$ cat src/jp_defines.svh
/* JP sequencer widths, AXI4-Lite register map and reset values */
`ifndef JP_DEFINES_SVH
`define JP_DEFINES_SVH

// Program memory and PC
`define JP_PROG_AW      8

// AXI4-Lite bus
`define JP_DATA_W       32
`define JP_ADDR_W       12

// Register map
`define JP_REG_CTRL     12'h000
`define JP_REG_FLAGS    12'h004
`define JP_REG_LIMIT    12'h008
`define JP_REG_STATUS   12'h00C
`define JP_REG_PC       12'h010
`define JP_REG_STEPS    12'h014
`define JP_PROG_BASE    12'h100  // One byte per word from here

// Step limit after reset
`define JP_LIMIT_RST    16'd1000

`endif

$ cat src/jp_pkg.sv
/* JP sequencer types: opcode classes, jump conditions, FSM states, halt reasons */
`default_nettype none

package jp_pkg;

    typedef enum logic [2:0] {
        OP_NOP,
        OP_JP,
        OP_JPCC,
        OP_HALT,
        OP_ILLEGAL
    } op_class_e;

    // Same encoding as opcode bits 5:3
    typedef enum logic [2:0] {
        CC_NZ,
        CC_Z,
        CC_NC,
        CC_C,
        CC_PO,
        CC_PE,
        CC_P,
        CC_M
    } cond_e;

    typedef enum logic [2:0] {
        ST_IDLE,
        ST_OPC,
        ST_LO,
        ST_HI,
        ST_EXEC
    } seq_state_e;

    typedef enum logic [1:0] {
        HR_NONE,
        HR_HALT,
        HR_ILLEGAL,
        HR_LIMIT
    } halt_reason_e;

endpackage

`default_nettype wire

$ cat src/jp_axil_regs.sv
/* JP register block: AXI4-Lite slave for control, flags, step limit, status
   and program loading, with a write lock while the sequencer runs */
`timescale 1ns/1ns
`default_nettype none
`include "jp_defines.svh"

module jp_axil_regs
    import jp_pkg::*;
(
    input  logic                    clk,
    input  logic                    rst_n,
    input  logic [`JP_ADDR_W-1:0]   awaddr,
    input  logic                    awvalid,
    output logic                    awready,
    input  logic [`JP_DATA_W-1:0]   wdata,
    input  logic [`JP_DATA_W/8-1:0] wstrb,
    input  logic                    wvalid,
    output logic                    wready,
    output logic [1:0]              bresp,
    output logic                    bvalid,
    input  logic                    bready,
    input  logic [`JP_ADDR_W-1:0]   araddr,
    input  logic                    arvalid,
    output logic                    arready,
    output logic [`JP_DATA_W-1:0]   rdata,
    output logic [1:0]              rresp,
    output logic                    rvalid,
    input  logic                    rready,
    output logic                    start,
    output logic [7:0]              flags,
    output logic [15:0]             step_limit,
    output logic                    prog_we,
    output logic [`JP_PROG_AW-1:0]  prog_waddr,
    output logic [7:0]              prog_wdata,
    input  logic                    busy,
    input  halt_reason_e            halt_reason,
    input  logic [`JP_PROG_AW-1:0]  pc,
    input  logic [15:0]             step_count
);

    localparam logic [1:0] RESP_OKAY   = 2'b00;
    localparam logic [1:0] RESP_SLVERR = 2'b10;

    logic                  wr_fire;
    logic                  rd_fire;
    logic [`JP_ADDR_W-1:0] aw_off;
    logic [`JP_ADDR_W-1:0] ar_off;
    logic                  aw_prog;
    logic                  ar_prog;
    logic                  wr_err;
    logic                  rd_err;
    logic [`JP_DATA_W-1:0] rd_word;

    // AW and W are taken together, one write in flight
    assign wr_fire = awvalid && wvalid && !bvalid;
    assign awready = wr_fire;
    assign wready  = wr_fire;

    assign arready = !rvalid;
    assign rd_fire = arvalid && arready;

    assign aw_off  = awaddr - `JP_PROG_BASE;
    assign ar_off  = araddr - `JP_PROG_BASE;
    assign aw_prog = (awaddr >= `JP_PROG_BASE) &&
                     (aw_off[`JP_ADDR_W-1:2] < (1 << `JP_PROG_AW));
    assign ar_prog = (araddr >= `JP_PROG_BASE) &&
                     (ar_off[`JP_ADDR_W-1:2] < (1 << `JP_PROG_AW));

    always_comb begin
        case (awaddr)
            `JP_REG_CTRL:  wr_err = 1'b0;  // Start while busy is dropped, not refused
            `JP_REG_FLAGS,
            `JP_REG_LIMIT: wr_err = busy;
            default:       wr_err = aw_prog ? busy : 1'b1;
        endcase
    end

    always_ff @(posedge clk) begin
        if (!rst_n) begin
            bvalid     <= 1'b0;
            bresp      <= RESP_OKAY;
            start      <= 1'b0;
            prog_we    <= 1'b0;
            flags      <= '0;
            step_limit <= `JP_LIMIT_RST;
        end else begin
            start   <= 1'b0;
            prog_we <= 1'b0;
            if (bvalid && bready) begin
                bvalid <= 1'b0;
            end
            if (wr_fire) begin
                bvalid <= 1'b1;
                bresp  <= wr_err ? RESP_SLVERR : RESP_OKAY;
                if (!wr_err && wstrb[0]) begin
                    case (awaddr)
                        `JP_REG_CTRL:  start <= wdata[0] && !busy;
                        `JP_REG_FLAGS: flags <= wdata[7:0];
                        `JP_REG_LIMIT: step_limit[7:0] <= wdata[7:0];
                        default:       prog_we <= 1'b1;  // Only program space is left
                    endcase
                end
                if (!wr_err && wstrb[1] && awaddr == `JP_REG_LIMIT) begin
                    step_limit[15:8] <= wdata[15:8];
                end
            end
        end
    end

    always_ff @(posedge clk) begin
        if (wr_fire) begin
            prog_waddr <= aw_off[`JP_PROG_AW+1:2];
            prog_wdata <= wdata[7:0];
        end
    end

    always_comb begin
        rd_err = 1'b0;
        case (araddr)
            `JP_REG_CTRL:   rd_word = '0;  // Write only
            `JP_REG_FLAGS:  rd_word = `JP_DATA_W'(flags);
            `JP_REG_LIMIT:  rd_word = `JP_DATA_W'(step_limit);
            `JP_REG_STATUS: rd_word = `JP_DATA_W'({halt_reason, busy});
            `JP_REG_PC:     rd_word = `JP_DATA_W'(pc);
            `JP_REG_STEPS:  rd_word = `JP_DATA_W'(step_count);
            default: begin
                rd_word = '0;  // Program space reads back as zero
                rd_err  = !ar_prog;
            end
        endcase
    end

    always_ff @(posedge clk) begin
        if (!rst_n) begin
            rvalid <= 1'b0;
        end else begin
            if (rvalid && rready) begin
                rvalid <= 1'b0;
            end
            if (rd_fire) begin
                rvalid <= 1'b1;
            end
        end
    end

    // Status is sampled at the AR handshake
    always_ff @(posedge clk) begin
        if (rd_fire) begin
            rdata <= rd_word;
            rresp <= rd_err ? RESP_SLVERR : RESP_OKAY;
        end
    end

endmodule

`default_nettype wire

$ cat src/jp_cond_decoder.sv
/* JP condition decoder: classifies the opcode and evaluates the JP cc,nn condition
   against the Z, C, PV and S flags */
`timescale 1ns/1ns
`default_nettype none

module jp_cond_decoder
    import jp_pkg::*;
(
    input  logic [7:0] opcode,
    input  logic [7:0] flags,
    output op_class_e  op_class,
    output logic       cond_taken
);

    cond_e cc;
    logic  flag_z;
    logic  flag_c;
    logic  flag_pv;
    logic  flag_s;
    logic  sel_zc;
    logic  sel_pvs;
    logic  sel_flag;

    assign cc = cond_e'(opcode[5:3]);

    // F register layout
    assign flag_s  = flags[7];
    assign flag_z  = flags[6];
    assign flag_pv = flags[2];
    assign flag_c  = flags[0];

    always_comb begin
        casez (opcode)
            8'h00:       op_class = OP_NOP;
            8'hC3:       op_class = OP_JP;
            8'h76:       op_class = OP_HALT;
            8'b11???010: op_class = OP_JPCC;  // JP cc,nn
            default:     op_class = OP_ILLEGAL;
        endcase
    end

    // cc[2:1] picks the flag: 00 Z, 01 C, 10 PV, 11 S
    assign sel_zc   = cc[1] ? flag_c : flag_z;
    assign sel_pvs  = cc[1] ? flag_s : flag_pv;
    assign sel_flag = cc[2] ? sel_pvs : sel_zc;

    // cc[0] is the wanted flag value
    assign cond_taken = (op_class == OP_JPCC) && (sel_flag ~^ cc[0]);

endmodule

`default_nettype wire

$ cat src/jp_prog_ram.sv
/* Program memory: byte wide, one write port, registered read port */
`timescale 1ns/1ns
`default_nettype none
`include "jp_defines.svh"

module jp_prog_ram #(
    parameter int DEPTH_AW = `JP_PROG_AW
) (
    input  logic                clk,
    input  logic                we,
    input  logic [DEPTH_AW-1:0] waddr,
    input  logic [7:0]          wdata,
    input  logic [DEPTH_AW-1:0] rd_addr,
    output logic [7:0]          rd_data
);

    logic [7:0] mem [1 << DEPTH_AW];

    always_ff @(posedge clk) begin
        if (we) begin
            mem[waddr] <= wdata;
        end
        rd_data <= mem[rd_addr];  // One cycle latency
    end

endmodule

`default_nettype wire

$ cat src/jp_sequencer.sv
/* JP sequencer: fetch and execute FSM with PC, operand latch, step counter
   and halt reasons */
`timescale 1ns/1ns
`default_nettype none
`include "jp_defines.svh"

module jp_sequencer
    import jp_pkg::*;
(
    input  logic                   clk,
    input  logic                   rst_n,
    input  logic                   start,
    input  logic [15:0]            step_limit,
    output logic [`JP_PROG_AW-1:0] rd_addr,
    input  logic [7:0]             rd_data,
    output logic [7:0]             opcode,
    input  op_class_e              op_class,
    input  logic                   cond_taken,
    output logic                   busy,
    output halt_reason_e           halt_reason,
    output logic [`JP_PROG_AW-1:0] pc,
    output logic [15:0]            step_count
);

    seq_state_e             state;
    logic [7:0]             opcode_q;
    logic [`JP_PROG_AW-1:0] lo_q;
    logic [`JP_PROG_AW-1:0] next_pc;
    logic [15:0]            step_next;

    assign busy      = (state != ST_IDLE);
    assign step_next = step_count + 16'd1;

    // Opcode byte is already on rd_data in ST_OPC
    assign opcode = (state == ST_OPC) ? rd_data : opcode_q;

    always_comb begin
        case (op_class)
            OP_JP:   next_pc = lo_q;
            OP_JPCC: next_pc = cond_taken ? lo_q : pc + `JP_PROG_AW'(3);
            default: next_pc = pc + `JP_PROG_AW'(1);
        endcase
    end

    // Address runs one byte ahead of the state that consumes it
    always_comb begin
        case (state)
            ST_OPC:  rd_addr = pc + `JP_PROG_AW'(1);
            ST_LO:   rd_addr = pc + `JP_PROG_AW'(2);
            ST_EXEC: rd_addr = next_pc;
            default: rd_addr = '0;  // Prefetch of byte 0 while idle
        endcase
    end

    always_ff @(posedge clk) begin
        if (!rst_n) begin
            state       <= ST_IDLE;
            pc          <= '0;
            step_count  <= '0;
            halt_reason <= HR_NONE;
        end else begin
            case (state)
                ST_IDLE: begin
                    if (start) begin
                        state       <= ST_OPC;
                        pc          <= '0;
                        step_count  <= '0;
                        halt_reason <= HR_NONE;
                    end
                end
                ST_OPC: begin
                    if (op_class == OP_JP || op_class == OP_JPCC) begin
                        state <= ST_LO;
                    end else begin
                        state <= ST_EXEC;
                    end
                end
                ST_LO:   state <= ST_HI;
                ST_HI:   state <= ST_EXEC;  // High operand byte is dropped
                ST_EXEC: begin
                    // HALT and illegal opcodes count as a step too
                    pc         <= next_pc;
                    step_count <= step_next;
                    if (op_class == OP_HALT) begin
                        state       <= ST_IDLE;
                        halt_reason <= HR_HALT;
                    end else if (op_class == OP_ILLEGAL) begin
                        state       <= ST_IDLE;
                        halt_reason <= HR_ILLEGAL;
                    end else if (step_next >= step_limit) begin
                        state       <= ST_IDLE;
                        halt_reason <= HR_LIMIT;
                    end else begin
                        state <= ST_OPC;
                    end
                end
                default: state <= ST_IDLE;
            endcase
        end
    end

    always_ff @(posedge clk) begin
        if (state == ST_OPC) begin
            opcode_q <= rd_data;
        end
        if (state == ST_LO) begin
            lo_q <= rd_data[`JP_PROG_AW-1:0];  // Low byte of nn
        end
    end

endmodule

`default_nettype wire

$ cat src/jp_top.sv
/* JP subsystem top: AXI4-Lite register block, sequencer, condition decoder
   and program memory */
`timescale 1ns/1ns
`default_nettype none
`include "jp_defines.svh"

module jp_top
    import jp_pkg::*;
(
    input  logic                    clk,
    input  logic                    rst_n,
    input  logic [`JP_ADDR_W-1:0]   awaddr,
    input  logic                    awvalid,
    output logic                    awready,
    input  logic [`JP_DATA_W-1:0]   wdata,
    input  logic [`JP_DATA_W/8-1:0] wstrb,
    input  logic                    wvalid,
    output logic                    wready,
    output logic [1:0]              bresp,
    output logic                    bvalid,
    input  logic                    bready,
    input  logic [`JP_ADDR_W-1:0]   araddr,
    input  logic                    arvalid,
    output logic                    arready,
    output logic [`JP_DATA_W-1:0]   rdata,
    output logic [1:0]              rresp,
    output logic                    rvalid,
    input  logic                    rready,
    output logic [`JP_PROG_AW-1:0]  pc,
    output logic                    busy
);

    logic                   start;
    logic [7:0]             flags;
    logic [15:0]            step_limit;
    logic                   prog_we;
    logic [`JP_PROG_AW-1:0] prog_waddr;
    logic [7:0]             prog_wdata;
    logic [`JP_PROG_AW-1:0] rd_addr;
    logic [7:0]             rd_data;
    logic [7:0]             opcode;
    op_class_e              op_class;
    logic                   cond_taken;
    halt_reason_e           halt_reason;
    logic [15:0]            step_count;

    jp_axil_regs i_jp_axil_regs (
        .clk, .rst_n,
        .awaddr, .awvalid, .awready,
        .wdata, .wstrb, .wvalid, .wready,
        .bresp, .bvalid, .bready,
        .araddr, .arvalid, .arready,
        .rdata, .rresp, .rvalid, .rready,
        .start, .flags, .step_limit,
        .prog_we, .prog_waddr, .prog_wdata,
        .busy, .halt_reason, .pc, .step_count
    );

    jp_sequencer i_jp_sequencer (
        .clk, .rst_n, .start, .step_limit,
        .rd_addr, .rd_data,
        .opcode, .op_class, .cond_taken,
        .busy, .halt_reason, .pc, .step_count
    );

    jp_cond_decoder i_jp_cond_decoder (
        .opcode, .flags, .op_class, .cond_taken
    );

    jp_prog_ram #(
        .DEPTH_AW (`JP_PROG_AW)
    ) i_jp_prog_ram (
        .clk,
        .we      (prog_we),
        .waddr   (prog_waddr),
        .wdata   (prog_wdata),
        .rd_addr,
        .rd_data
    );

endmodule

`default_nettype wire
$ cat config.mk
export PLATFORM = sky130hd
export DESIGN_NAME = jp_top
export DESIGN_NICKNAME = d
export VERILOG_FILES = /design/src/jp_pkg.sv /design/src/jp_axil_regs.sv /design/src/jp_cond_decoder.sv /design/src/jp_prog_ram.sv /design/src/jp_sequencer.sv /design/src/jp_top.sv
export VERILOG_INCLUDE_DIRS = /design/src /design/src/src
export SDC_FILE = /design/constraint.sdc
export NUM_CORES = 2
export LEC_CHECK = 0
export ABC_AREA = 1
export BUFFER_PORTS_ARGS = -buffer_cell sky130_fd_sc_hd__clkbuf_2
export CORE_MARGIN = 2
export CORE_UTILIZATION = 57
export CTS_BUF_LIST = sky130_fd_sc_hd__clkbuf_16
export DETAILED_ROUTE_END_ITERATION = 10
export PLACE_DENSITY = 0.76
export SLEW_MARGIN = 15
export SYNTH_ARGS = -nofsm -noshare
export SYNTH_HDL_FRONTEND = slang
export SYNTH_SLANG_ARGS = --single-unit
export TNS_END_PERCENT = 20
$ cat constraint.sdc
create_clock -name clk -period 3.9 [get_ports clk]
set_input_delay 0.585 -clock clk [delete_from_list [all_inputs] [get_ports clk]]
set_output_delay 0.585 -clock clk [all_outputs]
set_load 0.005 [all_outputs]
==> impl_metrics.json <==
{
  "status": "finished clean",
  "final_antenna_net_count": 0,
  "path_clk_slew_ns": 0.07,
  "cpPeakStageDelay_ns": 0.36,
  "power_frac_comb_pct": 1.4,
  "gp_congestion": 0.954,
  "overflow": 0,
  "drv_slew": 0,
  "firstDrtPassIters": 8,
  "fin_worst_skew_ns": 0.0553,
  "wl_per_cell_um": 23.3,
  "fin_cells": 11400,
  "netlist_instances": 8877,
  "dpl_cell_area_sq_um": 99400,
  "clock_path_buffers": 3,
  "fmax_mhz": 259,
  "period_needed_ns": 3.86,
  "cts_sinks": 2163,
  "core-area_sq_um": 166000,
  "slowest_stage": "dfxtp_2",
  "cts_buffers": 209,
  "yosys.area.top_type_share_pct": 65.9,
  "ys_types": 47,
  "critPathTopFamily": "simple AND/OR/NAND/NOR gates",
  "p_switching_mw": 9.40,
  "critPathCaptureType": "flip-flop",
  "dp_hpwl_um": 155000,
  "ys_ff_latch": 2163,
  "leakage_nw": 41.2,
  "hold_viol": 0,
  "rows": 150,
  "antenna_found_initial": 4,
  "remaining_drc_errors": 0,
  "die_y_um": 413,
  "critPathArrivalTime_ns": 4.66,
  "yosysTopAreaCell": "edfxtp_1",
  "fin_area_sq_um": 107000,
  "grt_pass1_vias": 64400,
  "fin_crit_sh_pct": 98.9,
  "power_frac_seq_pct": 55.9,
  "hold_class": "input port to flip-flop",
  "ir_drop_v": 0.000437,
  "drive_gt1_share_pct": 8.56,
  "die-area_sq_um": 170000,
  "fin_nets": 9059,
  "p_total_mw": 45.5,
  "start_util_pct": 57.2,
  "grt_util_all_layers_pct": 30.0,
  "swShare_pct": 20.7,
  "synth_edf_count": 2089,
  "synth_most_common_cell": "edfxtp_1",
  "p_clk_share_pct": 42.7,
  "worst-setup-path-type": "flip-flop to flip-flop",
  "path_max_fanout": 27,
  "power_density_nw_per_um2": 424,
  "worst_pin_slew_ns": 1.31,
  "drt-initial-drc-count": 10400,
  "htreeDepth": 4,
  "port-buffer-count": 80,
  "crit_chain": "inv_2 > nand3_4 > clkbuf_4 > nand2_1 > o21ai_2 > nand2_2 > nor3_4 > buf_4 > nand3_4 > inv_2 > o21ai_0 > o21ai_0 > buf_4 > nand3_4 > inv_6 > buf_12 > nand3_1 > nand3_1 > nand3_1 > nand3_1 > nand3_1 > nand2_1",
  "seq_area_frac_synth_pct": 67.4,
  "max-cap-violations": 0,
  "num_vias": 67900,
  "yosysWarnings": 0,
  "clkLatencyLatePin_ns": 0.86,
  "grt_pass1_wl_um": 386000,
  "synth_area_leaders": "edfxtp_1 (66%), nand3_1 (9.9%), nand2_1 (7.5%), inv_1 (4.8%), nand3b_1 (3.7%)",
  "cts_root_buf": "clkbuf_16",
  "io_pins": 117,
  "p_int_mw": 36.1,
  "cts_tree": "yes",
  "async_flop_share_pct": 0,
  "synth_ff_type": "edfxtp_1",
  "slew_headroom_pct": 12.3,
  "avgSynthCellArea_sq_um": 10.7,
  "required_ns": 4.71,
  "netlist_area_sq_um": 95200,
  "area_growth_pct": 12.8,
  "viasPerCell": 5.98,
  "wl_um": 264000,
  "cpMostUsedCell": "nand3_1",
  "dp.cells": 10900,
  "grt_max_degree": 174,
  "synth_commonest_cells": "edfxtp_1 (2089), nand2_1 (1893), nand3_1 (1875), inv_1 (1214), nand3b_1 (469)",
  "rsz0062_at_grt": "yes",
  "critPathLaunchType": "flip-flop",
  "die_w_um": 413,
  "crit_buf_inv": 7,
  "setup_viol": 0
}
==> stage by stage <==
| step | setup TNS [ns] | worst slack [ns] | hold WS [ns] | utilization (%) |
|---|---|---|---|---|
| after global routing | -0.615 | -0.112 | 0.0132 | 64.5 |
| after CTS | -0.0137 | -0.00991 | 0.00401 | 63.9 |
| after detailed placement | -0.0147 | -0.0147 | 0.445 | 59.7 |
| after global placement | 0 | 0.0362 | 0.436 | 59.7 |
| final | 0 | 0.0413 | 0.0449 | 64.5 |
| after floorplan | -298.45 | -0.146 | 0.408 | - |
==> layer usage <==
layer / part of all wire (%) / vias up / track usage, % / wire, um
met5: 0.014 / - / 0 / 38
met4: 4.6 / 6 / 13.8 / 12200
met3: 13 / 716 / 7.34 / 33400
met2: 46 / 4491 / 46.7 / 122000
met1: 37 / 32400 / 40.1 / 97100
li1: - / 30300 / - / -
==> logic make-up after synthesis <==
kind of cell	Yosys count	share of synthesized area (%)
buf+inv	1795	7.66
flops	2163	67.4
other cells	1	0.00394
fa+ha+maj	22	0.289
compound gates	255	1.75
simple gates	4618	22.7
xor+xnor	23	0.212
==> worst min-delay path, cell delays in order <==
cell and delay [ns]:
clkbuf_2 0.09, nor2_1 0.12, a211oi_1 0.07
==> flip-flops by register name, summed over array words and instances, names as in the netlist <==
name / cells
i_jp_sequencer.opcode_q: 8
i_jp_prog_ram.mem: 2048
i_jp_axil_regs.prog_we: 1
i_jp_sequencer.step_count: 16
i_jp_sequencer.state: 3
i_jp_axil_regs.rresp: 1
i_jp_axil_regs.prog_wdata: 8
i_jp_axil_regs.bvalid: 1
i_jp_axil_regs.prog_waddr: 8
i_jp_axil_regs.bresp: 1
i_jp_axil_regs.flags: 8
i_jp_axil_regs.step_limit: 16
i_jp_prog_ram.rd_data: 8
i_jp_axil_regs.rvalid: 1
i_jp_sequencer.lo_q: 8
i_jp_sequencer.pc: 8
i_jp_sequencer.halt_reason: 2
i_jp_axil_regs.start: 1
i_jp_axil_regs.rdata: 16
==> what timing repair did <==
item / 4_1_cts / 5_1_grt
buffers inserted: 0 / 25
resized for setup: 12 / 73
hold endpoints to repair: 22 / 0
setup endpoints to repair: 8 / 11
hold buffers: 20 / 0
cloned: 2 / 17
pin swaps: 0 / 6
==> power groups by stage <==
stage / combinational [mW] / clock (mW) / sequential [mW]
after CTS: 0.604 / 19.5 / 25.4
final: 0.626 / 19.4 / 25.4
after global routing: 0.663 / 20.4 / 25.4
after detailed placement: 0.585 / 0 / 25.9
after global placement: 0.568 / 0 / 25.9
after floorplan: 0.151 / 0 / 26.1
==> cell type report <==
cell class | count | area (sq um)
repair buffers | 437 | 5070
clock inverters | 173 | 1330
flip-flops and latches | 2163 | 64200
clock buffers | 212 | 5310
diodes | 6 | 15.0
inverters | 1223 | 4610
fillers | 11800 | 59100
well taps | 2204 | 2760
multi-input cells | 4936 | 24100
==> cells in the final DEF (no fill, tap or decap), drive strengths merged, types with 47 or more instances in the layout <==
master  instances
edfxtp       2089
inv          1282
nand3        1877
clkbuf        310
dfxtp          74
nor2          335
a21oi          58
nand2        1900
clkinv         99
buf           317
o21ai          47
o211ai        110
nand3b        469
==> worst paths after layout <==
kind	start	endpoint	slack [ns]	depth (start not counted)
hold reg to reg	i_jp_axil_regs.flags[3]	i_jp_axil_regs.flags[3]	0.45	2
setup reg to reg	i_jp_sequencer.state[2]	i_jp_prog_ram.rd_data[3]	0.04	22
setup / recovery	i_jp_sequencer.state[2]	i_jp_prog_ram.rd_data[3]	0.04	22
hold / removal	wdata[13]	i_jp_axil_regs.step_limit[13]	0.04	3
(Power assumes the default switching activity.)
